### src/hdl/echo_pkg.sv
`default_nettype none

package echo_pkg;

    // --------------------------------------------------
    // Data path widths
    // --------------------------------------------------
    localparam int adc_data_w  = 10;   // ADC sample bus
    localparam int dac_data_w  = 10;   // DAC gain code
    localparam int env_data_w  = 8;    // Envelope and gain fields of a buffer word
    localparam int topturn_n   = 3;    // Top-turn input pins

    // Envelope buffer word
    // Bits 7:0 envelope mean
    // Bits 15:8 gain code, top bits of the DAC word
    // Bits 18:16 top-turn inputs
    // Upper bits always zero
    localparam int buff_data_w = 24;

    // --------------------------------------------------
    // Acquisition sequencer
    // --------------------------------------------------
    typedef enum logic [1:0] {
        IDLE,   // Waiting for a start pulse
        RUN,    // Streaming one line of samples
        DONE    // One-cycle done pulse
    } acq_state_t;

endpackage

`default_nettype wire

### src/hdl/line_acq.sv
`default_nettype none

module line_acq
    import echo_pkg::*;
#(
    parameter int LINE_WORDS = 16384    // Samples per line
) (
    input  wire                           sys_clk,
    input  wire                           sys_rst,
    input  logic                          acq_start,  // Start pulse
    input  logic [adc_data_w-1:0]         adc_d,      // Raw ADC bus
    output logic                          acq_busy,   // Line in progress
    output logic                          acq_done,   // Pulse after last sample
    output logic                          acq_wen,    // Sample write enable
    output logic [$clog2(LINE_WORDS)-1:0] acq_waddr,  // Sample index in line
    output logic [adc_data_w-1:0]         acq_wdata   // Sample value
);

    localparam int cnt_w = $clog2(LINE_WORDS);

    logic [adc_data_w-1:0] adc_d_ff;   // Registered ADC bus
    acq_state_t            state;
    acq_state_t            state_next;
    logic [cnt_w-1:0]      word_cnt;   // Current sample index
    logic                  last_word;

    // --------------------------------------------------
    // ADC input register
    // --------------------------------------------------
    always_ff @(posedge sys_clk) begin
        adc_d_ff <= adc_d;   // One cycle behind the pins
    end

    // --------------------------------------------------
    // Sequencer
    // --------------------------------------------------
    assign last_word = (word_cnt == cnt_w'(LINE_WORDS - 1));

    always_comb begin
        state_next = state;
        unique case (state)
            IDLE: begin
                if (acq_start) begin
                    state_next = RUN;
                end
            end
            RUN: begin
                if (last_word) begin
                    state_next = DONE;   // Line complete
                end
            end
            DONE: begin
                state_next = IDLE;       // Starts here are dropped
            end
            default: begin
                state_next = IDLE;
            end
        endcase
    end

    always_ff @(posedge sys_clk or posedge sys_rst) begin
        if (sys_rst) begin
            state <= IDLE;
        end else begin
            state <= state_next;
        end
    end

    // Word counter, cleared when a line starts
    always_ff @(posedge sys_clk or posedge sys_rst) begin
        if (sys_rst) begin
            word_cnt <= '0;
        end else if (state == IDLE) begin
            word_cnt <= '0;
        end else if (state == RUN) begin
            word_cnt <= word_cnt + 1'b1;   // Wraps to zero after last word
        end
    end

    // --------------------------------------------------
    // Outputs
    // --------------------------------------------------
    assign acq_busy  = (state == RUN);
    assign acq_wen   = (state == RUN);    // One sample per cycle, no stalls
    assign acq_done  = (state == DONE);
    assign acq_waddr = word_cnt;
    assign acq_wdata = adc_d_ff;

endmodule

`default_nettype wire

### config.mk
export PLATFORM = sky130hd
export DESIGN_NAME = line_acq
export DESIGN_NICKNAME = d
export VERILOG_FILES = /design/src/hdl/echo_pkg.sv /design/src/hdl/line_acq.sv
export SDC_FILE = /design/constraint.sdc
export NUM_CORES = 1
export LEC_CHECK = 0
export ABC_CLOCK_PERIOD_IN_PS = 2600
export BUFFER_PORTS_ARGS = -buffer_cell sky130_fd_sc_hd__clkbuf_2
export CORE_MARGIN = 4
export CORE_UTILIZATION = 50
export DETAILED_ROUTE_END_ITERATION = 6
export PLACE_DENSITY = 0.81
export SLEW_MARGIN = 20
export SYNTH_ARGS = -nofsm -noshare
export SYNTH_HDL_FRONTEND = slang
export SYNTH_SLANG_ARGS = --single-unit
### constraint.sdc
create_clock -name sys_clk -period 2.6 [get_ports sys_clk]
set_clock_uncertainty 0.05 [all_clocks]
set_input_delay 0.13 -clock sys_clk [delete_from_list [all_inputs] [get_ports sys_clk]]
set_output_delay 0.13 -clock sys_clk [all_outputs]
set_load 0.02 [all_outputs]
==> flow_summary_export.csv <==
group,metric,value,unit
timing,finalHoldViolCount,0,
clocking,clk_path_buf_depth,2,
power_and_ir_drop,swShare,37.7,%
global_route,grt_pass1_vias,893,
clocking,cts-root-buf,"clkbuf_4",
floorplan,die_w,53.9,um
timing,timing.final.ws_setup,870,ps
drt,m1WireLength,947,um
worst_setup_path,critPathKind,"flop to flop",
flow_run,maxCapViolCount,0,
synth,synthTopCellsByArea,"dfrtp_1 (38%), dfxtp_1 (19%), mux2_2 (3.2%)",
worst_setup_path,cp-start-kind,"flop",
placement,dp_cells,157,
drt,topRoutingLayerUsed,"met4",
clocking,cts_max_level,1,
timing,rsz0062_at_grt,"false",
power_and_ir_drop,power,1060,uW
final_layout,num-fill-cells,154,
final_layout,diodes,0,
power_and_ir_drop,power_density,757,nW/um2
synth,synth_area_leader_cell,"dfrtp_1",
clocking,postCtsSetupRepairBufs,0,
synth,synth_area_per_cell,11.1,um2
drt,wl_met3,182,um
placement,portBuffers,39,
worst_setup_path,crit_path_cell_trace,"ha_1 > nand4b_2 > or3_2 > a21oi_1",
drt,wire_per_inst,13.9,um
clocking,cts_sinks,26,
drt,drc,0,
clocking,clock_latency,330,ps
worst_setup_path,cpMaxStageDelayCell,"dfrtp_1",
clocking,cts_tree,"done",
floorplan,start_util,53.2,%
floorplan,coreArea,1980,um2
drt,drt-initial-drc-count,9,
worst_setup_path,crit_required,2810,ps
drt,vias,918,
drt,firstDrtPassIters,4,
drt,routed_via_density,5.31,
power_and_ir_drop,p_seq_share,52.1,%
clocking,numCtsBuffers,3,
timing,setup_viol,0,
worst_setup_path,cp.arrival,1940,ps
drt,final_antenna_net_count,0,
final_layout,nNetsFinal,161,
worst_setup_path,cp_slowest_stage_delay,480,ps
synth,ys_seq_area_share,56.9,%
worst_setup_path,critPathCaptureType,"flop",
placement,gp_congestion,0.825,
worst_hold_path,hp-class,"primary input to asynchronous set/reset pin",
power_and_ir_drop,ir_drop,0.662,mV
synth,syn_inst,95,
timing,drv_slew,0,
timing,min_period,1730,ps
worst_setup_path,crit_path_max_fanout,9,
global_route,antenna_found_initial,0,
final_layout,area_growth,33.0,%
timing,post-route-period-util,66.5,%
floorplan,placementRows,16,
final_layout,final_common_cell,"clkbuf_2",
power_and_ir_drop,p_switching,401,uW
timing,fin_setup_tns,0,ps
placement,dpl.hpwl,1720,um
final_layout,finalNonFillerCells,173,
clocking,clk_pin_slew,140,ps
synth,synth_top_area_share,38.0,%
placement,dp_slack,916,ps
final_layout,layout_common_cells,"clkbuf_2 (39), dfrtp_1 (16), dlygate4sd3_1 (12), dfxtp_1 (10), nand2_1 (7)",
synth,synth.distinct_cells,30,
timing,maxSlewHeadroom,60.7,%
floorplan,ios,40,
floorplan,die-area,2910,um2
synth,ys_seq_elements,26,
power_and_ir_drop,comb_power_share,31.2,%
floorplan,die_height,53.9,um
synth,synth_fp_nets,109,
drt,wl,2410,um
power_and_ir_drop,p_leak,0.000675,uW
final_layout,final_core_util,70.8,%
global_route,grt_use_total,20.2,%
global_route,grt_overflow,0,
synth,synthesis.area,1050,um2
timing,max_freq,0.578,GHz
power_and_ir_drop,internal-power,661,uW
power_and_ir_drop,p_clk_share,16.7,%
timing,max_slew.worst_pin.slew,588,ps
global_route,grt_max_degree,17,
drt,routed-wl-met2,1250,um
final_layout,drive_above_1_share,34.2,%
global_route,grt_pass1_wl,4170,um
run_status,status,"complete, no violations",
synth,ys_warn_count,0,
## cell families after synthesis
kind of cell | share of synthesized area, %
and+or+nand+nor | 22.2
DFF | 56.9
AOI/OAI and AO/OA | 9.13
buffers and inverters | 3.68
muxes | 6.05
xor gates and xnor gates | 0.831
adders and majority gates | 1.19
## flip-flops by register name (all words and copies together) (netlist names)
register,flops
acq_waddr,14
acq_wdata,10
state,2
## cell usage after synthesis, drive strengths merged
cell and instances:
ha 1, buf 3, or2 1, nor4 5, a21oi 6, nand3b 1
o31ai 4, mux2 3, nor2b 2, a22o 3, nand4b 1, nand4 3
inv 3, xnor2 1, dfxtp 10, o21ai 2, dfrtp 16, nand3 4
nand2 7, nor2 5, or4 4, or3 2, clkbuf 1, mux2i 3
nor3 1, nand2b 3
## per-stage QoR
| step | hold WS [ps] | area [um2] |
|---|---|---|
| after floorplan | -6.26 | 1050 |
| after global placement | 150 | 1260 |
| after detailed placement | 160 | 1260 |
| after CTS | 340 | 1400 |
| after global routing | 377 | 1400 |
| final | 321 | 1400 |
## power by group through the flow
stage | logic [uW] | clock network [uW] | registers (uW)
after CTS | 333 | 179 | 553
final | 332 | 177 | 553
after global routing | 370 | 199 | 568
after detailed placement | 318 | 0 | 562
after floorplan | 164 | 0 | 608
after global placement | 309 | 0 | 554
## path summary, 6_finish.rpt
kind | startpoint | to | slack (ps) | depth (start not counted)
max | acq_waddr[1] | acq_waddr[8] | 870 | 4
min reg2reg | acq_waddr[11] | acq_waddr[11] | 520 | 2
max in group asynchronous | sys_rst | acq_waddr[9] | 1790 | 3
min in group sys_clk | adc_d[1] | acq_wdata[1] | 390 | 2
min | sys_rst | acq_waddr[12] | 320 | 3
max reg2reg | acq_waddr[1] | acq_waddr[8] | 870 | 4
## metal layers
metal / GRT usage (%) / vias to the layer above
li1: - / 449
met1: 24.6 / 433
met2: 33.5 / 32
met3: 6.37 / 4
met4: 7.23 / 0
met5: 0 / -
## critical path, delay by kind of cell (launching register included)
| kind | cells | cell delay [ps] |
|---|---|---|
| DFF | 1 | 480 |
| and+or+nand+nor | 2 | 720 |
| adders and majority gates | 1 | 270 |
| AOI/OAI and AO/OA | 1 | 140 |
## final cells by class
class                      count  area, um2  share of cell area [%]
clock buffer                   4       26.3                    1.87
inverter                       3       11.3                   0.803
multi-input combinational     62        415                    29.6
sequential                    26        601                    42.8
tap                           27       33.8                    2.41
timing repair buffer          51        315                    22.5
## timing repair
item / CTS / global route
endpoints found under the hold margin: 27 / 0
gates resized for setup: 0 / 0
hold buffers: 12 / 0
Power figures use the tool's default switching activity.
