==> src/hdl/trig_cond.sv <==
`default_nettype none

module trig_cond #(
    parameter int DEBOUNCE_DELAY = 2000000  // Stable cycles before level change
) (
    input  wire  sys_clk,
    input  wire  sys_rst,
    input  logic trig_raw,     // Raw pin or button
    output logic trig_pulse    // One cycle per debounced rising edge
);

    localparam int cnt_w = $clog2(DEBOUNCE_DELAY + 1);

    logic             raw_ff;     // Input register
    logic [cnt_w-1:0] stable_cnt; // Cycles the input differs from the level
    logic             deb_level;  // Debounced level
    logic             deb_prev;   // Level one cycle ago

    // --------------------------------------------------
    // Debouncer
    // --------------------------------------------------
    always_ff @(posedge sys_clk or posedge sys_rst) begin
        if (sys_rst) begin
            raw_ff     <= 1'b0;
            stable_cnt <= '0;
            deb_level  <= 1'b0;
        end else begin
            raw_ff <= trig_raw;
            if (raw_ff == deb_level) begin
                stable_cnt <= '0;                 // No change pending
            end else if (stable_cnt == cnt_w'(DEBOUNCE_DELAY - 1)) begin
                // Held long enough, accept new level
                deb_level  <= raw_ff;
                stable_cnt <= '0;
            end else begin
                stable_cnt <= stable_cnt + 1'b1;
            end
        end
    end

    // --------------------------------------------------
    // Rising edge detect
    // --------------------------------------------------
    always_ff @(posedge sys_clk or posedge sys_rst) begin
        if (sys_rst) begin
            deb_prev <= 1'b0;
        end else begin
            deb_prev <= deb_level;
        end
    end

    assign trig_pulse = deb_level & ~deb_prev;  // High only on the first cycle

endmodule

`default_nettype wire

==> config.mk <==
export PLATFORM = sky130hd
export DESIGN_NAME = trig_cond
export DESIGN_NICKNAME = d
export VERILOG_FILES = /design/src/hdl/trig_cond.sv
export SDC_FILE = /design/constraint.sdc
export NUM_CORES = 1
export LEC_CHECK = 0
export BUFFER_PORTS_ARGS = -buffer_cell sky130_fd_sc_hd__buf_4
export CAP_MARGIN = 20
export CORE_MARGIN = 5
export CORE_UTILIZATION = 53
export DETAILED_ROUTE_END_ITERATION = 10
export GPL_TIMING_DRIVEN = 0
export PLACE_DENSITY = 0.68
export SLEW_MARGIN = 20
export SYNTH_ARGS = -nofsm -noshare
export SYNTH_HDL_FRONTEND = slang
export SYNTH_SLANG_ARGS = --single-unit
export TNS_END_PERCENT = 10
==> constraint.sdc <==
create_clock -name sys_clk -period 1.8 [get_ports sys_clk]
set_input_delay 0.36 -clock sys_clk [delete_from_list [all_inputs] [get_ports sys_clk]]
set_output_delay 0.36 -clock sys_clk [all_outputs]
set_load 0.1 [all_outputs]
==> impl_summary.log <==
[metrics] Final Slew Violations: 0
[metrics] element type at the critical path start: flop
[metrics] highest layer used for signal routing: met4
[metrics] Nets: 140
[metrics] area of the die: 0.00336 mm2
[metrics] setup repair after global routing missed its margin: true
[metrics] Buffers & Inverters on Critical Path: 0
[metrics] final non-filler cell total: 163
[metrics] worst endpoint data arrival time: around 2.0 ns
[metrics] top cell types by occurrence after synthesis: sky130_fd_sc_hd__dfrtp_1, sky130_fd_sc_hd__nor2_1, sky130_fd_sc_hd__nand2_1, sky130_fd_sc_hd__a21oi_1, sky130_fd_sc_hd__nand3_1
[metrics] cell area after technology mapping: 0.00122 mm2
[metrics] Comb pwr share: 5.0%
[metrics] Post-Synthesis Net Count: 125
[metrics] FMAX: 566 MHz
[metrics] portion of the clock cycle consumed by the worst path in the final layout: 98.2%
[metrics] number of filler cells placed in the layout: 193
[metrics] register-to-register setup slack: 0.03 ns
[metrics] register area share after synthesis: 49.2%
[metrics] cell at the root of the clock tree: sky130_fd_sc_hd__clkbuf_4
[metrics] quantity of I/O buffers inserted on ports: 3
[metrics] Total GRT Usage: approximately 16%
[metrics] maximum fanout along the worst path: 7
[metrics] final weighted congestion of routability-driven global placement: 0.754
[metrics] Cell variety after synth: 31
[metrics] transition time at the pin with the least slew margin: 0.900 ns
[metrics] part of the power in registers: roughly 56%
[metrics] net switching power of the design: 201 uW
[metrics] DRC: 0
[metrics] post-route minimum period: roughly 1.8 ns
[metrics] routed length on met3: 60 um
[metrics] antenna violations before repair: 0
[metrics] Switching Fraction: 20.3%
[metrics] number of cells traversed by the worst hold path: 1
[metrics] number of buffers inserted during clock tree synthesis: 3
[metrics] clock latency at the later pin of the worst-skew pair: 0.32 ns
[metrics] CP max-delay cell: sky130_fd_sc_hd__or4_2
[metrics] fraction of registers with async set or reset after synthesis: 100%
[metrics] CTS tree: yes
[metrics] CTS H-Tree Depth: 1
[metrics] Yosys top cell by area: sky130_fd_sc_hd__dfrtp_1
[metrics] Setup crit end kind: flop
[metrics] Site Rows: 17
[metrics] cell total after placement: about 150
[metrics] most used flip-flop cell after synthesis: sky130_fd_sc_hd__dfrtp_1
[metrics] Mean Syn Cell Area: 10.1 um2
[metrics] cell depth of the worst flop-to-flop path: 5
[metrics] via count of the routed design: just over 900
[metrics] Vert. Die Dim: around 58 um
[metrics] Detail Placement HPWL: 1.54 mm
[metrics] clock-pin slew on the worst setup and hold paths: around 0.14 ns
[metrics] WL final: 2.38 mm
[metrics] leakage power: between 0.5 and 0.6 nW
[metrics] final number of setup-violating endpoints: 0
[metrics] clock share of power: 39.2%
[metrics] crit path cell chain: ha_4, and4_4, nand4_4, or4_2, a21oi_1
[metrics] IR Drop Worst-Case VDD: 0.428 mV
[metrics] number of maximum-capacitance constraint violations: 0
[metrics] Slew HR: 40.0%
[metrics] Core Box Area: 0.00221 mm2
[metrics] cell area after placement: approximately 0.0013 mm2
[metrics] Post-Synthesis Cells: about 120
[metrics] Antenna Nets Post-Route: 0
[metrics] family with the most delay on the worst path: simple AND/OR/NAND/NOR gates
[metrics] portion of synthesized cell area occupied by the leading cell type: 49.2%
[metrics] wire length on met1: 1.15 mm
[metrics] P&R area growth vs syn: 15.9%
[metrics] Total Power: 993 uW
[metrics] startpoint of the worst hold path: trig_raw
[metrics] number of antenna cells inserted: 0
[metrics] share of post-route cells with drive strength above 1: 20.7%
[metrics] total I/O pin count: 4
[metrics] required time at the worst-slack endpoint: 2.06 ns
[metrics] post-cts hold buffer count: 0
[metrics] maximum number of pins on one net before global-route repair: 25
[metrics] largest stage delay on the critical path: 0.57 ns
[metrics] class of the most critical setup path: flop to flop
[metrics] DRC marker count from the first detailed-route iteration: 13
[metrics] starting utilization of the core area: between 50% and 60%
[metrics] Synth warnings: 0
[metrics] Hold Violations, Final: 0
[metrics] status: completed
[metrics] wire length on met2: 1.14 mm
[metrics] remaining global-route overflow: 0
[metrics] register bit count reported by yosys: 24
[metrics] detailed-route vias per instance: 5.72
[metrics] area of all placed cells without fillers: 0.00142 mm2
[metrics] clock tree skew after final layout: 0.0138 ns
[metrics] number of detailed-routing iterations run before antenna repair: 4
[metrics] global-route wire length before repair: 4.24 mm
[metrics] post-detailed-route wirelength per cell: 14.6 um
[metrics] Reg-to-Reg End: stable_cnt[20]$_DFF_PP0_
[metrics] number of global-route vias before repair: approximately 950
[metrics] internal power contribution: 791 uW
[metrics] worst min-delay path class: primary input to flop
[metrics] launch point of the worst reg-to-reg path: stable_cnt[1]$_DFF_PP0_
[metrics] dominant cells by area after synthesis: sky130_fd_sc_hd__dfrtp_1, sky130_fd_sc_hd__nor2_1, sky130_fd_sc_hd__xnor2_1, sky130_fd_sc_hd__xor2_1, sky130_fd_sc_hd__a21oi_1
[metrics] # clock sinks: 24
[metrics] most common cell in the synthesized netlist: sky130_fd_sc_hd__dfrtp_1
[metrics] floorplan die width: ~58 um
[metrics] number of enable-type register cells in the synthesized netlist: 0
[metrics] worst-case clock buffer depth: 2
[metrics] total power divided by cell area: 701 mW/mm2
[metrics] Worst Hold Path EP: raw_ff$_DFF_PP0_
[final cells by class]
cell class	count	area [um2]	share of cell area [%]
plain buffers	1	11.3	0.796
clock buffers	3	22.5	1.59
clock inverters	1	30.0	2.12
inverters	5	18.8	1.33
multi-input cells	91	618	43.7
flip-flops and latches	24	601	42.4
well taps	28	35.0	2.48
repair buffers	10	78.8	5.57
[worst reg2reg max path: cells and delay by family (launching register included)]
family	cells	cell delay, ns
adders and majority gates	1	0.17
and+or+nand+nor	3	0.94
DFF	1	0.43
AOI/OAI and AO/OA	1	0.16
[through the flow]
stage	hold WS (ns)	setup WS (ns)	util [%]	setup TNS, ns
5_1_grt	0.111	-0.0222	64.0	-0.0293
3_5_place_dp	0.425	-0.130	57.9	-1.29
2_1_floorplan	0.375	0.0792	-	0
3_3_place_gp	0.416	-0.117	57.9	-1.17
4_1_cts	0.129	-0.0522	61.3	-0.0522
6_report	0.135	0.0330	64.0	0
[registers in the layout, indices dropped and copies added (netlist names)]
name,count
deb_prev,1
stable_cnt,21
deb_level,1
raw_ff,1
[power by group through the flow]
stage               clock network [mW]  logic (mW)  registers [mW]
floorplan                            0      0.0291           0.561
detailed placement                   0      0.0406           0.563
global placement                     0      0.0398           0.563
CTS                              0.397      0.0446           0.553
finish                           0.389      0.0494           0.554
global route                     0.425      0.0576           0.555
[timing repair]
| item | CTS | global route |
|---|---|---|
| setup buffers | 2 | 5 |
| setup endpoints to repair | 13 | 20 |
| resized for setup | 2 | 4 |
| pin swaps | 4 | 2 |
[layer usage]
metal  vias to the layer above  track usage (%)
met5                         -                0
met4                         0             5.63
met3                         4             2.23
met2                        11             26.6
met1                       454             20.9
li1                        463                -
[logic make-up (layout without fill, tap and decap cells)]
group	Yosys count	in the layout	synth area share [%]
adder cells (fa/ha/maj)	1	1	1.02
buffers and inverters	6	20	2.46
flip-flops	24	24	49.2
AO/OA/AOI/OAI	17	17	8.71
multiplexers	1	1	0.922
XOR/XNOR	12	12	8.61
AND/OR/NAND/NOR	60	60	29.1
[layout by cell type (no fill, tap or decap), types with 2 or more instances in the layout]
| master | count |
|---|---|
| sky130_fd_sc_hd__a21oi_1 | 8 |
| sky130_fd_sc_hd__and2_1 | 3 |
| sky130_fd_sc_hd__and3_1 | 2 |
| sky130_fd_sc_hd__and4_1 | 3 |
| sky130_fd_sc_hd__buf_4 | 9 |
| sky130_fd_sc_hd__buf_6 | 2 |
| sky130_fd_sc_hd__clkbuf_4 | 3 |
| sky130_fd_sc_hd__dfrtp_1 | 24 |
| sky130_fd_sc_hd__inv_1 | 5 |
| sky130_fd_sc_hd__nand2_1 | 9 |
| sky130_fd_sc_hd__nand3_1 | 6 |
| sky130_fd_sc_hd__nand4_1 | 4 |
| sky130_fd_sc_hd__nor2_1 | 13 |
| sky130_fd_sc_hd__nor4b_1 | 2 |
| sky130_fd_sc_hd__o21ai_0 | 6 |
| sky130_fd_sc_hd__o31ai_1 | 2 |
| sky130_fd_sc_hd__or3_1 | 4 |
| sky130_fd_sc_hd__xnor2_1 | 6 |
| sky130_fd_sc_hd__xor2_1 | 6 |
[worst max-delay path by stage]
stage / start / end / slack (ns) / depth (start not counted)
floorplan: stable_cnt[0]$_DFF_PP0_ / stable_cnt[20]$_DFF_PP0_ / 0.08 / 5
global placement: stable_cnt[0]$_DFF_PP0_ / stable_cnt[9]$_DFF_PP0_ / -0.12 / 6
detailed placement: stable_cnt[0]$_DFF_PP0_ / stable_cnt[10]$_DFF_PP0_ / -0.13 / 6
CTS: stable_cnt[0]$_DFF_PP0_ / stable_cnt[20]$_DFF_PP0_ / -0.05 / 5
global route: stable_cnt[1]$_DFF_PP0_ / stable_cnt[20]$_DFF_PP0_ / -0.02 / 5
finish: stable_cnt[1]$_DFF_PP0_ / stable_cnt[20]$_DFF_PP0_ / 0.03 / 5
No activity file was read; power rests on OpenSTA's default activity.
