===== src/hdl/echo_pkg.sv =====
`default_nettype none

package echo_pkg;

    // --------------------------------------------------
    // Data path widths
    // --------------------------------------------------
    localparam int adc_data_w  = 10;   // ADC sample bus
    localparam int dac_data_w  = 10;   // DAC gain code
    localparam int env_data_w  = 8;    // Envelope and gain fields of a buffer word
    localparam int topturn_n   = 3;    // Top-turn input pins

    // Envelope buffer word
    // Bits 7:0 envelope mean
    // Bits 15:8 gain code, top bits of the DAC word
    // Bits 18:16 top-turn inputs
    // Upper bits always zero
    localparam int buff_data_w = 24;

    // --------------------------------------------------
    // Acquisition sequencer
    // --------------------------------------------------
    typedef enum logic [1:0] {
        IDLE,   // Waiting for a start pulse
        RUN,    // Streaming one line of samples
        DONE    // One-cycle done pulse
    } acq_state_t;

endpackage

`default_nettype wire


===== src/hdl/env_builder.sv =====
`default_nettype none

module env_builder
    import echo_pkg::*;
#(
    parameter int LINE_WORDS  = 16384,  // Samples per line
    parameter int BUFF_ADDR_W = 9,      // Envelope buffer address width
    parameter int GAIN_N      = 32      // Gain segments per line
) (
    input  wire                           sys_clk,
    input  wire                           sys_rst,
    input  logic                          acq_start,   // Line start pulse
    input  logic                          acq_wen,     // Sample stream
    input  logic [$clog2(LINE_WORDS)-1:0] acq_waddr,
    input  logic [adc_data_w-1:0]         acq_wdata,
    input  logic [dac_data_w-1:0]         dac_gain,    // Current gain code
    input  logic [topturn_n-1:0]          topturn,     // Top-turn pins
    output logic                          buff_wr,     // Buffer write port
    output logic [BUFF_ADDR_W-1:0]        buff_waddr,
    output logic [buff_data_w-1:0]        buff_wdata
);

    // --------------------------------------------------
    // Derived sizes
    // --------------------------------------------------
    localparam int buff_words  = 2 ** BUFF_ADDR_W;
    localparam int chunk_words = LINE_WORDS / buff_words;   // Samples per envelope word
    localparam int chunk_w     = $clog2(chunk_words);
    localparam int env_shift   = chunk_w + 1;               // Mean plus half scale
    localparam int gain_words  = LINE_WORDS / GAIN_N;       // Samples per gain segment
    localparam int gain_w      = $clog2(gain_words);
    localparam int dev_w       = adc_data_w - 1;            // Deviation from midrange
    localparam int sum_w       = dev_w + chunk_w;           // Holds a full chunk
    localparam int pad_w       = buff_data_w - topturn_n - 2 * env_data_w;

    logic                  fill_en;       // Buffer fill active
    logic                  chunk_start;   // First sample of a chunk
    logic                  gain_start;    // First sample of a gain segment
    logic [dev_w-1:0]      dev;           // Absolute deviation of sample
    logic [sum_w-1:0]      env_sum;
    logic [env_data_w-1:0] env_mean;
    logic [env_data_w-1:0] gain_q;        // Gain of current segment
    logic [topturn_n-1:0]  topturn_q;     // Top-turn at chunk start

    // --------------------------------------------------
    // Fill control
    // --------------------------------------------------
    always_ff @(posedge sys_clk or posedge sys_rst) begin
        if (sys_rst) begin
            fill_en <= 1'b0;
        end else if (acq_start) begin
            fill_en <= 1'b1;
        end else if (buff_wr && !acq_wen) begin
            fill_en <= 1'b0;   // Last word of the line written
        end
    end

    // Write strobe and address one cycle behind the stream
    always_ff @(posedge sys_clk or posedge sys_rst) begin
        if (sys_rst) begin
            buff_wr    <= 1'b0;
            buff_waddr <= '0;
        end else if (fill_en) begin
            buff_wr    <= acq_wen;
            buff_waddr <= acq_waddr[chunk_w +: BUFF_ADDR_W];   // Chunk index
        end else begin
            buff_wr    <= 1'b0;
            buff_waddr <= '0;
        end
    end

    // --------------------------------------------------
    // Envelope accumulation
    // --------------------------------------------------
    assign chunk_start = (acq_waddr[chunk_w-1:0] == '0);
    assign gain_start  = (acq_waddr[gain_w-1:0] == '0);

    // Distance from midrange, sign bit picks the side
    assign dev = acq_wdata[adc_data_w-1] ? acq_wdata[dev_w-1:0]
                                         : dev_w'(511) - acq_wdata[dev_w-1:0];

    always_ff @(posedge sys_clk) begin
        if (fill_en && acq_wen) begin
            if (chunk_start) begin
                env_sum <= sum_w'(dev);            // New chunk
            end else begin
                env_sum <= env_sum + sum_w'(dev);
            end
        end
    end

    assign env_mean = env_sum[env_shift +: env_data_w];

    // --------------------------------------------------
    // Gain and top-turn sampling
    // --------------------------------------------------
    always_ff @(posedge sys_clk) begin
        if (fill_en && acq_wen && gain_start) begin
            gain_q <= dac_gain[dac_data_w-1 -: env_data_w];   // Drop two LSBs
        end
        if (fill_en && acq_wen && chunk_start) begin
            topturn_q <= topturn;
        end
    end

    // Word for the chunk of the previous sample
    assign buff_wdata = {{pad_w{1'b0}}, topturn_q, gain_q, env_mean};

endmodule

`default_nettype wire


===== config.mk =====
export PLATFORM = sky130hd
export DESIGN_NAME = env_builder
export DESIGN_NICKNAME = d
export VERILOG_FILES = /design/src/hdl/echo_pkg.sv /design/src/hdl/env_builder.sv
export SDC_FILE = /design/constraint.sdc
export NUM_CORES = 1
export LEC_CHECK = 0
export BUFFER_PORTS_ARGS = -buffer_cell sky130_fd_sc_hd__buf_2
export CORE_MARGIN = 4
export CORE_UTILIZATION = 30
export DETAILED_ROUTE_END_ITERATION = 8
export GPL_ROUTABILITY_DRIVEN = 0
export PLACE_DENSITY = 0.53
export REMOVE_ABC_BUFFERS = 1
export SETUP_SLACK_MARGIN = 0.3
export SYNTH_ARGS = -nofsm -noshare
export SYNTH_HDL_FRONTEND = slang
export SYNTH_SLANG_ARGS = --single-unit

===== constraint.sdc =====
create_clock -name sys_clk -period 2.9 [get_ports sys_clk]
set_clock_uncertainty 0.15 [all_clocks]
set_input_delay 0.29 -clock sys_clk [delete_from_list [all_inputs] [get_ports sys_clk]]
set_output_delay 0.29 -clock sys_clk [all_outputs]
set_load 0.01 [all_outputs]

==> metrics.txt, run 1 <==
total number of vias=roughly 1,500; All-Layer GR Usage=0.1168; Synth Area in XOR/XNOR=0.06057; mux share of post-synthesis cell area=0.02101; outcome=complete, no violations; Iter 0 DRT Violations=64; hold_ws=0.02676 ns; FF-to-FF path depth=7; vias in the first global route=1,537; CTS tree=yes; top_reg_cell synth=edfxtp_1; switching power=0.6352 mW; met2 GRT Util=0.1942; Longest Clk Path Bufs=2; largest net degree at the start of global routing=16; FILL cells=641; Post-CTS Setup Inserts=0; main combinational cell family by area after synthesis=simple AND/OR/NAND/NOR gates; Hold Crit Depth=2; Adder-Cell Fraction of Synth Area=0.08405; max_cap viols=0; die width=approximately 90 µm; TNS Setup=0 ns; Hold Fails Final Rpt=0; combinational fraction of design power=0.379; FMAX=417.1 MHz; Worst path slowest cell=fa_1; fin. max-slew vios=0; Area Overhead vs Synth=23.67%; num rows=29; Startpoint Class=flip-flop; Ports=75; DRC viols=0; Synth Area in Simple Gates=0.1477; WP data required=approximately 2.8 ns; cts bufs inserted=5; Root Driver=clkbuf_8; Num Clock Sinks=36; async set-reset flop share out of synthesis=0.3056; Congestion Overflow GR=0; number of synthesis warnings=0; initial antenna violation count=0; Synth Area in Compound Gates=0.1131; Seq pwr share=0.385; H-tree levels=2; grt peak-use layer=met2; CP Class=reg -> reg; crit-path cells=ha_1 > fa_1 > a211oi_2 > nor2_1 > o211ai_1 > mux2i_1 > nand2_1; core area=roughly 6500 µm²; router iterations before antenna repair=3; EDFF count, synth=25; Reg2Reg Launch Point=env_sum[0]$_DFFE_PP_; post-synthesis sequential area ratio=0.5068; clk slew on worst S/H paths=0.09 ns; initial core utilization=0.3134; M1 GR Usage=0.1492; Post-DRT Antenna Nets=0; Worst Path Max Fanout=3; Antenna Cells=0; Mean Syn Cell Area=11.37 µm²; Total Wirelength=approximately 4.6 mm; vias per cell=4.598; nets=around 300; CP peak stage delay=0.43 ns; Mapped Cells=178; Post-Syn Area=2024 µm²; Port Buffers=67; final setup violation count=0; internal power=1.256 mW; Avg WL per Cell=approximately 14 µm; Power Density=755.4 nW/µm²; hold path startpoint=acq_start; hold path endpoint=fill_en$_DFFE_PP0P_; Critical Path AT=2.30 ns; grt met3 use=0.03255; Die ar.=8126 µm²; later-pin clock latency in the skew report=0.29 ns; min Tclk post-route=about 2.4 ns; CP endpoint kind=flip-flop; RSZ-0062 raised after global routing=false; global-route wire length before repair=7.624 mm; Worst VDD drop=0.0002813 V; Die Height=between 90 and 100 µm; DP HPWL=3.446 mm; Net Sw Frac=0.3358; Worst R2R End=env_sum[12]$_SDFFCE_PP0P_; most common cell after layout, fill and taps aside=buf_2; commonest cells after routing, fill and taps aside=67 x buf_2, 25 x edfxtp_1, 12 x and2_1, 12 x nand2_1, 12 x ha_1; Distinct cells, synth=43; hold crit path type=in -> reg; fin crit share=0.8266; Leak=1.091 nW; total power=around 1.9 mW; share of cells above drive strength 1=0.3566; clock group share of total power=0.236; FF+latch count, synth=36; Reg2Reg Setup Slack=0.50 ns
[registers in the layout, indices dropped and copies added (netlist names)]
| name | count |
|---|---|
| buff_waddr | 9 |
| gain_q | 8 |
| buff_wr | 1 |
| env_sum | 14 |
| fill_en | 1 |
| topturn_q | 3 |
[cells in the mapped netlist (2+ instances only)]
cell / number / area, µm²
a211oi_1: 2 / 15.01
a21o_1: 2 / 15.01
a21oi_1: 10 / 50.05
a31oi_1: 2 / 12.51
and2_1: 12 / 75.07
buf_2: 3 / 15.01
buf_4: 13 / 97.59
clkbuf_1: 2 / 7.510
dfrtp_1: 11 / 275.3
edfxtp_1: 25 / 750.7
ha_1: 12 / 150.1
inv_1: 3 / 11.26
mux2_2: 2 / 22.52
mux2i_1: 2 / 20.02
nand2_1: 12 / 45.04
nand3_1: 3 / 15.01
nor2_1: 9 / 33.78
nor3_1: 4 / 20.02
nor3b_1: 3 / 22.52
o211ai_1: 2 / 15.01
o21ai_0: 9 / 45.04
or3_1: 2 / 12.51
xnor2_1: 11 / 96.34
xor2_1: 3 / 26.28
[worst max-delay path, delay by kind of cell (launching register included)]
kind / cells / cell delay (ns)
AOI/OAI and AO/OA: 2 / 0.55
DFF: 1 / 0.37
and+or+nand+nor: 2 / 0.19
adders and majority gates: 2 / 0.66
muxes: 1 / 0.24
[layout make-up]
class,count,area [µm²],area share
repair buffers,72,375.4,0.1499
clock buffers,6,72.57,0.02899
multi-input cells,125,887.1,0.3543
well taps,77,96.34,0.03848
flip-flops and latches,36,1026,0.4098
inverters,3,11.26,0.004498
clock inverters,2,35.03,0.01399
[timing repair]
item,CTS,global route
endpoints found under the setup margin,0,2
hold buffers,1,0
endpoints found under the hold margin,11,0
resized for setup,0,1
[how the worst max path moves through the flow]
stage | start | endpoint | slack, ns | cells past startpoint
2_1_floorplan | acq_wdata[0] | env_sum[12]$_SDFFCE_PP0P_ | 0.58 | 8
3_3_place_gp | acq_wdata[9] | env_sum[10]$_SDFFCE_PP0P_ | 0.20 | 9
3_5_place_dp | acq_wdata[9] | env_sum[12]$_SDFFCE_PP0P_ | 0.20 | 9
4_1_cts | env_sum[0]$_DFFE_PP_ | env_sum[12]$_SDFFCE_PP0P_ | 0.40 | 7
5_1_grt | env_sum[0]$_DFFE_PP_ | env_sum[12]$_SDFFCE_PP0P_ | 0.35 | 7
6_report | env_sum[0]$_DFFE_PP_ | env_sum[12]$_SDFFCE_PP0P_ | 0.50 | 7
[metal layers]
metal | wire [µm] | up-vias | part of all wire
met5 | 0 | - | 0
met4 | 44 | 0 | 0.0096
met3 | 217 | 6 | 0.048
met2 | 2218 | 36 | 0.49
met1 | 2080 | 690 | 0.46
li1 | - | 744 | -
[through the flow]
| stage | utilization | instance area [µm²] | instances | worst slack (ns) |
|---|---|---|---|---|
| CTS | 0.3869 | 2499 | 321 | 0.3973 |
| detailed placement | 0.3687 | 2381 | 312 | 0.2042 |
| finish | 0.3876 | 2504 | 321 | 0.5028 |
| global placement | 0.3687 | 2381 | 312 | 0.1975 |
| global route | 0.3876 | 2504 | 321 | 0.3507 |
| floorplan | - | 1919 | 164 | 0.5761 |
[kinds of logic (layout without fill, tap and decap cells)]
group                    Yosys count  after routing
buffers and inverters             21             83
AND/OR/NAND/NOR                   55             55
XOR/XNOR                          14             14
flip-flops                        36             36
adder cells (fa/ha/maj)           13             13
other                              1              5
AO/OA/AOI/OAI                     34             34
multiplexers                       4              4
[power groups by stage]
| stage | combinational (mW) | clock (mW) | sequential (mW) |
|---|---|---|---|
| final | 0.717 | 0.446 | 0.728 |
| after global routing | 0.814 | 0.492 | 0.743 |
| after CTS | 0.722 | 0.468 | 0.730 |
| after detailed placement | 0.719 | 0 | 0.739 |
| after global placement | 0.707 | 0 | 0.740 |
| after floorplan | 0.500 | 0 | 0.755 |
No activity file was read; power rests on OpenSTA's default activity.
==> run 2: changes to the inputs <==
- ABC_AREA: not set -> 1
- PLACE_DENSITY: 0.53 -> 0.52
- clock period: 2.9 -> 2.3 ns (I/O delays scaled with it)
==> run 2 against run 1 <==
Power is 28% higher. Synthesized cell count increased by 49%. Cell count grew 41%. Worst setup slack worse by 0.10 ns.
==> metrics.txt, run 2 <==
All-Layer GR Usage=0.1307; biggest regs=env_sum x14, buff_waddr x9, gain_q x8; EDFF count, synth=25; fin util=0.4128; Die ar.=8857 µm²; vias per cell=4.159; router iterations before antenna repair=5; cts bufs inserted=5; largest net degree at the start of global routing=16; CP endpoint kind=flip-flop; fin. max-slew vios=0; FF/Latch Area=1026 µm²; Power Density=810.1 nW/µm²; DRC viols=0; hold_ws=between 0.01 and 0.015 ns; Avg WL per Cell=11.99 µm; Synth area leaders=edfxtp_1 34%, nand2_1 14%, dfrtp_1 12%; total number of vias=approximately 1,900; vias in the first global route=1,922; Total Wirelength=approximately 5.4 mm; TNS Setup=0 ns; num rows=31; Num Clock Sinks=36; Post-CTS Setup Inserts=0; DP HPWL=3.857 mm; share of cells above drive strength 1=0.2817; initial antenna violation count=0; combinational fraction of design power=0.395; Root Driver=clkbuf_8; async set-reset flop share out of synthesis=0.3056; Antenna Cells=0; Reg2Reg Setup Slack=between 0.4 and 0.5 ns; FMAX=~530 MHz; Distinct cells, synth=31; Post-synth top cells=85 x nand2_1, 38 x inv_1, 25 x edfxtp_1; Post-Syn Area=roughly 2200 µm²; Worst path slowest cell=edfxtp_1; Worst R2R End=env_sum[8]$_DFFE_PP_; Reg2Reg Launch Point=env_sum[0]$_DFFE_PP_; max_cap viols=0; FILL cells=759; Net Sw Frac=0.3591; Congestion Overflow GR=0; clk slew on worst S/H paths=about 0.08 ns; die width=94.11 µm; area leader, netlist=edfxtp_1; placed cell areas=2624 µm²; FF-to-FF path depth=8; Ports=75; CP peak stage delay=around 0.37 ns; later-pin clock latency in the skew report=between 0.2 and 0.3 ns; outcome=complete, no violations; Port Buffers=67; core area=7214 µm²; nets=408; RSZ-0062 raised after global routing=true; max reg flops=14; Longest Clk Path Bufs=2; fin crit share=0.8248; H-tree levels=2; Post-DRT Antenna Nets=0; FF+latch count, synth=36; switching power=0.8663 mW; Area Overhead vs Synth=33.86%; WP data required=approximately 2.2 ns; Critical Path AT=1.79 ns; CTS tree=yes; hold path startpoint=acq_waddr[7]; hold path endpoint=buff_waddr[2]$_DFF_PP0_; commonest cells after routing, fill and taps aside=85 x nand2_1, 66 x buf_2, 38 x inv_1; Seq pwr share=0.368; number of synthesis warnings=0; hold crit path type=in -> reg; CP Class=reg -> reg; Synth top area share=0.3375; Leak=1.542 nW; final instance area=2978 µm²; Worst VDD drop=0.0003937 V; Hold Crit Depth=3; Mapped Cells=265; Worst Path Max Fanout=4; most common cell after layout, fill and taps aside=nand2_1; top_reg_cell synth=edfxtp_1; crit-path cells=ha_1 > fa_2 > nand3_1 > nand3_2 > nand2_1 > nand3b_1 > nand3_1 > o21ai_0; Startpoint Class=flip-flop; Hold Fails Final Rpt=0; global-route wire length before repair=between 9 and 10 mm; clock group share of total power=0.237; Die Height=about 94 µm; Iter 0 DRT Violations=73; min Tclk post-route=1.897 ns; Mean Syn Cell Area=8.395 µm²; final setup violation count=0; post-synthesis sequential area ratio=0.4612; most flop-heavy register=env_sum; multi-input logic area=977.2 µm²; internal power=approximately 1.5 mW; initial core utilization=0.3084; most frequent cell on the critical path=nand3_1; most numerous cell in the Yosys netlist=nand2_1
-- run 2: changes by cell type after synthesis, moves of 4 or more --
cell     change
nand2_2      +4
inv_1       +35
o21ai_0      -6
nand3_1     +17
nand2_1     +73
a21oi_1      -7
and2_1      -11
nor2_1       +6
-- run 2: power groups by stage --
stage	sequential, mW	combinational, mW	clock, mW
after floorplan	0.916	0.647	0
after global placement	0.898	0.913	0
after detailed placement	0.904	0.917	0
after CTS	0.892	0.952	0.587
after global routing	0.903	1.10	0.609
final	0.888	0.953	0.571
-- run 2: layout make-up --
class | count | area share
Clock buffer | 6 | 0.02437
Clock inverter | 2 | 0.01176
Inverter | 40 | 0.05042
Multi-Input combinational cell | 177 | 0.3282
Sequential cell | 36 | 0.3445
Tap cell | 99 | 0.04160
Timing Repair Buffer | 94 | 0.1992
-- run 2: per-layer routing --
layer	routed length (µm)	GRT usage	vias up
met5	0	0	-
met4	51	0.03249	0
met3	465	0.04567	5
met2	2442	0.2176	69
met1	2483	0.1612	827
li1	-	-	987
-- run 2: how the worst max path moves through the flow --
stage	depth (start not counted)	slack, ns	start	end
after floorplan	8	0.36	env_sum[0]$_DFFE_PP_	env_sum[8]$_DFFE_PP_
after global placement	10	0.06	acq_wdata[9]	env_sum[8]$_DFFE_PP_
after detailed placement	10	0.05	acq_wdata[9]	env_sum[8]$_DFFE_PP_
after CTS	8	0.33	env_sum[0]$_DFFE_PP_	env_sum[8]$_DFFE_PP_
after global routing	8	0.28	acq_wdata[9]	env_sum[3]$_DFFE_PP_
final	8	0.40	env_sum[0]$_DFFE_PP_	env_sum[8]$_DFFE_PP_
-- run 2: metrics by stage --
step                setup WS [ns]  power (mW)  cells
floorplan                  0.3574       1.563    253
global placement          0.06236       1.810    425
detailed placement        0.05029       1.821    425
CTS                        0.3263       2.431    454
global route               0.2818       2.615    454
finish                     0.4030       2.412    454
-- run 2: critical path, delay by kind of cell (launching register included) --
family | cells | cell delay (ns)
flops | 1 | 0.37
simple gates | 5 | 0.48
fa+ha+maj | 2 | 0.60
compound gates | 1 | 0.07
-- run 2: what timing repair did --
item	CTS	global route
hold endpoints to repair	31	0
setup endpoints to repair	2	14
pin swaps	0	2
resized for setup	1	7
hold buffers	21	0
-- run 2: kinds of logic (layout without fill, tap and decap cells) --
| logic type | Yosys count | count (layout) | share of synthesized area |
|---|---|---|---|
| adder cells (fa/ha/maj) | 13 | 13 | 0.07649 |
| buffers and inverters | 56 | 142 | 0.1215 |
| AND/OR/NAND/NOR | 141 | 141 | 0.2790 |
| other | 1 | 5 | 0.001686 |
| flip-flops | 36 | 36 | 0.4612 |
| XOR/XNOR | 11 | 11 | 0.04331 |
| AO/OA/AOI/OAI | 7 | 7 | 0.01687 |
==> run 3: changes to the inputs <==
- clock period: 2.3 -> 1.92 ns (I/O delays scaled with it)
==> run 3 against run 2 <==
Maximum frequency rose by 4.8%. First-iteration DRC count fell by 29%. Via count rose by 5.8%. Sequential share of layout area fell by 5.3 points. Global-route usage rose by 1.4 points. Die area did not move. Power rose by 45%. Largest power group unchanged.
==> metrics.txt, run 3 (synthesized netlist as in run 2, its figures left out) <==
Post-Layout Cell Count=471; hold path endpoint=env_sum[0]$_DFFE_PP_; Port Buffers=67; All-Layer GR Usage=0.1447; Antenna Cells=0; Total Wirelength=~5.7 mm; Post-DRT Antenna Nets=0; CP peak stage delay=0.38 ns; FMAX=~550 MHz; Critical Path AT=1.72 ns; vias per cell=around 4.2; fin. max-slew vios=0; fin crit share=0.9431; DRC viols=0; Worst Path Max Fanout=2; outcome=complete, no violations; H-tree levels=2; clk slew on worst S/H paths=approximately 0.09 ns; die width=around 94 µm; share of cells above drive strength 1=0.4597; FF-to-FF path depth=7; Worst path slowest cell=edfxtp_1; Reg2Reg Setup Slack=0.11 ns; RSZ-0062 raised after global routing=true; Worst R2R End=env_sum[10]$_SDFFCE_PP0P_; core area=7214 µm²; placed cell count=437; hold crit path type=in -> reg; Ports=75; nets=425; final setup violation count=0; Longest Clk Path Bufs=2; WP data required=1.83 ns; Area Overhead vs Synth=58.27%; FILL cells=683; total number of vias=1,998; crit-path cells=ha_2 > fa_2 > buf_4 > nand3_2 > nand3_2 > nor2_1 > nor2_1; Avg WL per Cell=12.16 µm; Hold Crit Depth=4; most flop-heavy register=env_sum; CTS tree=yes; Die Height=approximately 94 µm; initial antenna violation count=0; Hold Fails Final Rpt=0; Top Family by Delay on Critical Path=adder cells; Reg2Reg Launch Point=env_sum[0]$_DFFE_PP_; Startpoint Class=flip-flop; most common cell after layout, fill and taps aside=nand2_1; CP Class=reg -> reg; Root Driver=clkbuf_8; cts bufs inserted=5; Num Clock Sinks=36; min Tclk post-route=1.811 ns; global-route wire length before repair=10.01 mm; total power=3.504 mW; biggest regs=env_sum x14, buff_waddr x9, gain_q x8; CP endpoint kind=flip-flop; max_cap viols=0; DP HPWL=4.092 mm; Die ar.=8857 µm²; WP buf/inv=1; hold path startpoint=acq_wdata[0]; later-pin clock latency in the skew report=~0.29 ns; Critical Path Stages=7; vias in the first global route=2,207; Congestion Overflow GR=0; max reg flops=14; Power Density=995.1 nW/µm²; Leak=1.738 nW; commonest cells after routing, fill and taps aside=68 x nand2_1, 66 x buf_2, 32 x inv_1; Iter 0 DRT Violations=52; num rows=31; largest net degree at the start of global routing=16; Worst VDD drop=between 0.0003 and 0.0004 V; initial core utilization=0.3084; router iterations before antenna repair=4
## run 3: worst max path at each step
stage	start	to
detailed placement	acq_wdata[9]	env_sum[3]$_DFFE_PP_
floorplan	env_sum[0]$_DFFE_PP_	env_sum[8]$_DFFE_PP_
CTS	env_sum[0]$_DFFE_PP_	env_sum[10]$_SDFFCE_PP0P_
finish	env_sum[0]$_DFFE_PP_	env_sum[10]$_SDFFCE_PP0P_
global placement	acq_wdata[9]	env_sum[3]$_DFFE_PP_
global route	env_sum[0]$_DFFE_PP_	env_sum[12]$_SDFFCE_PP0P_
## run 3: cell type report
cell class	instances	area [µm²]	share of cell area
multi-input cells	177	1375	0.3905
flip-flops and latches	36	1026	0.2914
repair buffers	111	729.5	0.2072
inverters	40	155.1	0.04407
well taps	99	123.9	0.03518
clock buffers	5	68.82	0.01955
clock inverters	3	42.54	0.01208
## run 3: report_power, final
part / switching [mW] / leakage, nW / internal, mW / total (mW)
Sequential: 0.100 / 0.364 / 0.990 / 1.09
Combinational: 0.910 / 1.32 / 0.810 / 1.72
Clock: 0.309 / 0.0541 / 0.385 / 0.693
## run 3: worst reg2reg max path, delay by kind of cell, from the launching register on
kind / cells / cell delay (ns)
and+or+nand+nor: 4 / 0.33
DFF: 1 / 0.38
adders and majority gates: 2 / 0.55
buffers and inverters: 1 / 0.16
## run 3: per-stage QoR
stage | worst slack (ns) | utilization | area (µm²) | TNS [ns] | hold slack, ns
3_3_place_gp | -0.2704 | 0.3762 | 2714 | -2.154 | 0.05300
2_1_floorplan | -0.02257 | - | 2120 | -0.02257 | -0.1056
4_1_cts | 0.08502 | 0.4658 | 3361 | 0 | 0.1724
3_5_place_dp | -0.2998 | 0.3762 | 2714 | -2.521 | 0.05453
5_1_grt | 0.01379 | 0.4880 | 3521 | 0 | 0.2177
6_report | 0.1092 | 0.4880 | 3521 | 0 | 0.1798
## run 3: layer usage
layer,vias up,routed length (µm),track usage
li1,1024,-,-
met1,894,2466,0.1692
met2,72,2675,0.2448
met3,8,488,0.05369
met4,0,95,0.04573
met5,-,0,0
## run 3: repair_timing
item	CTS	global route
setup buffers	3	0
gates resized for setup	55	33
endpoints found under the hold margin	32	0
pin swaps	27	9
hold buffers	23	0
endpoints found under the setup margin	12	13
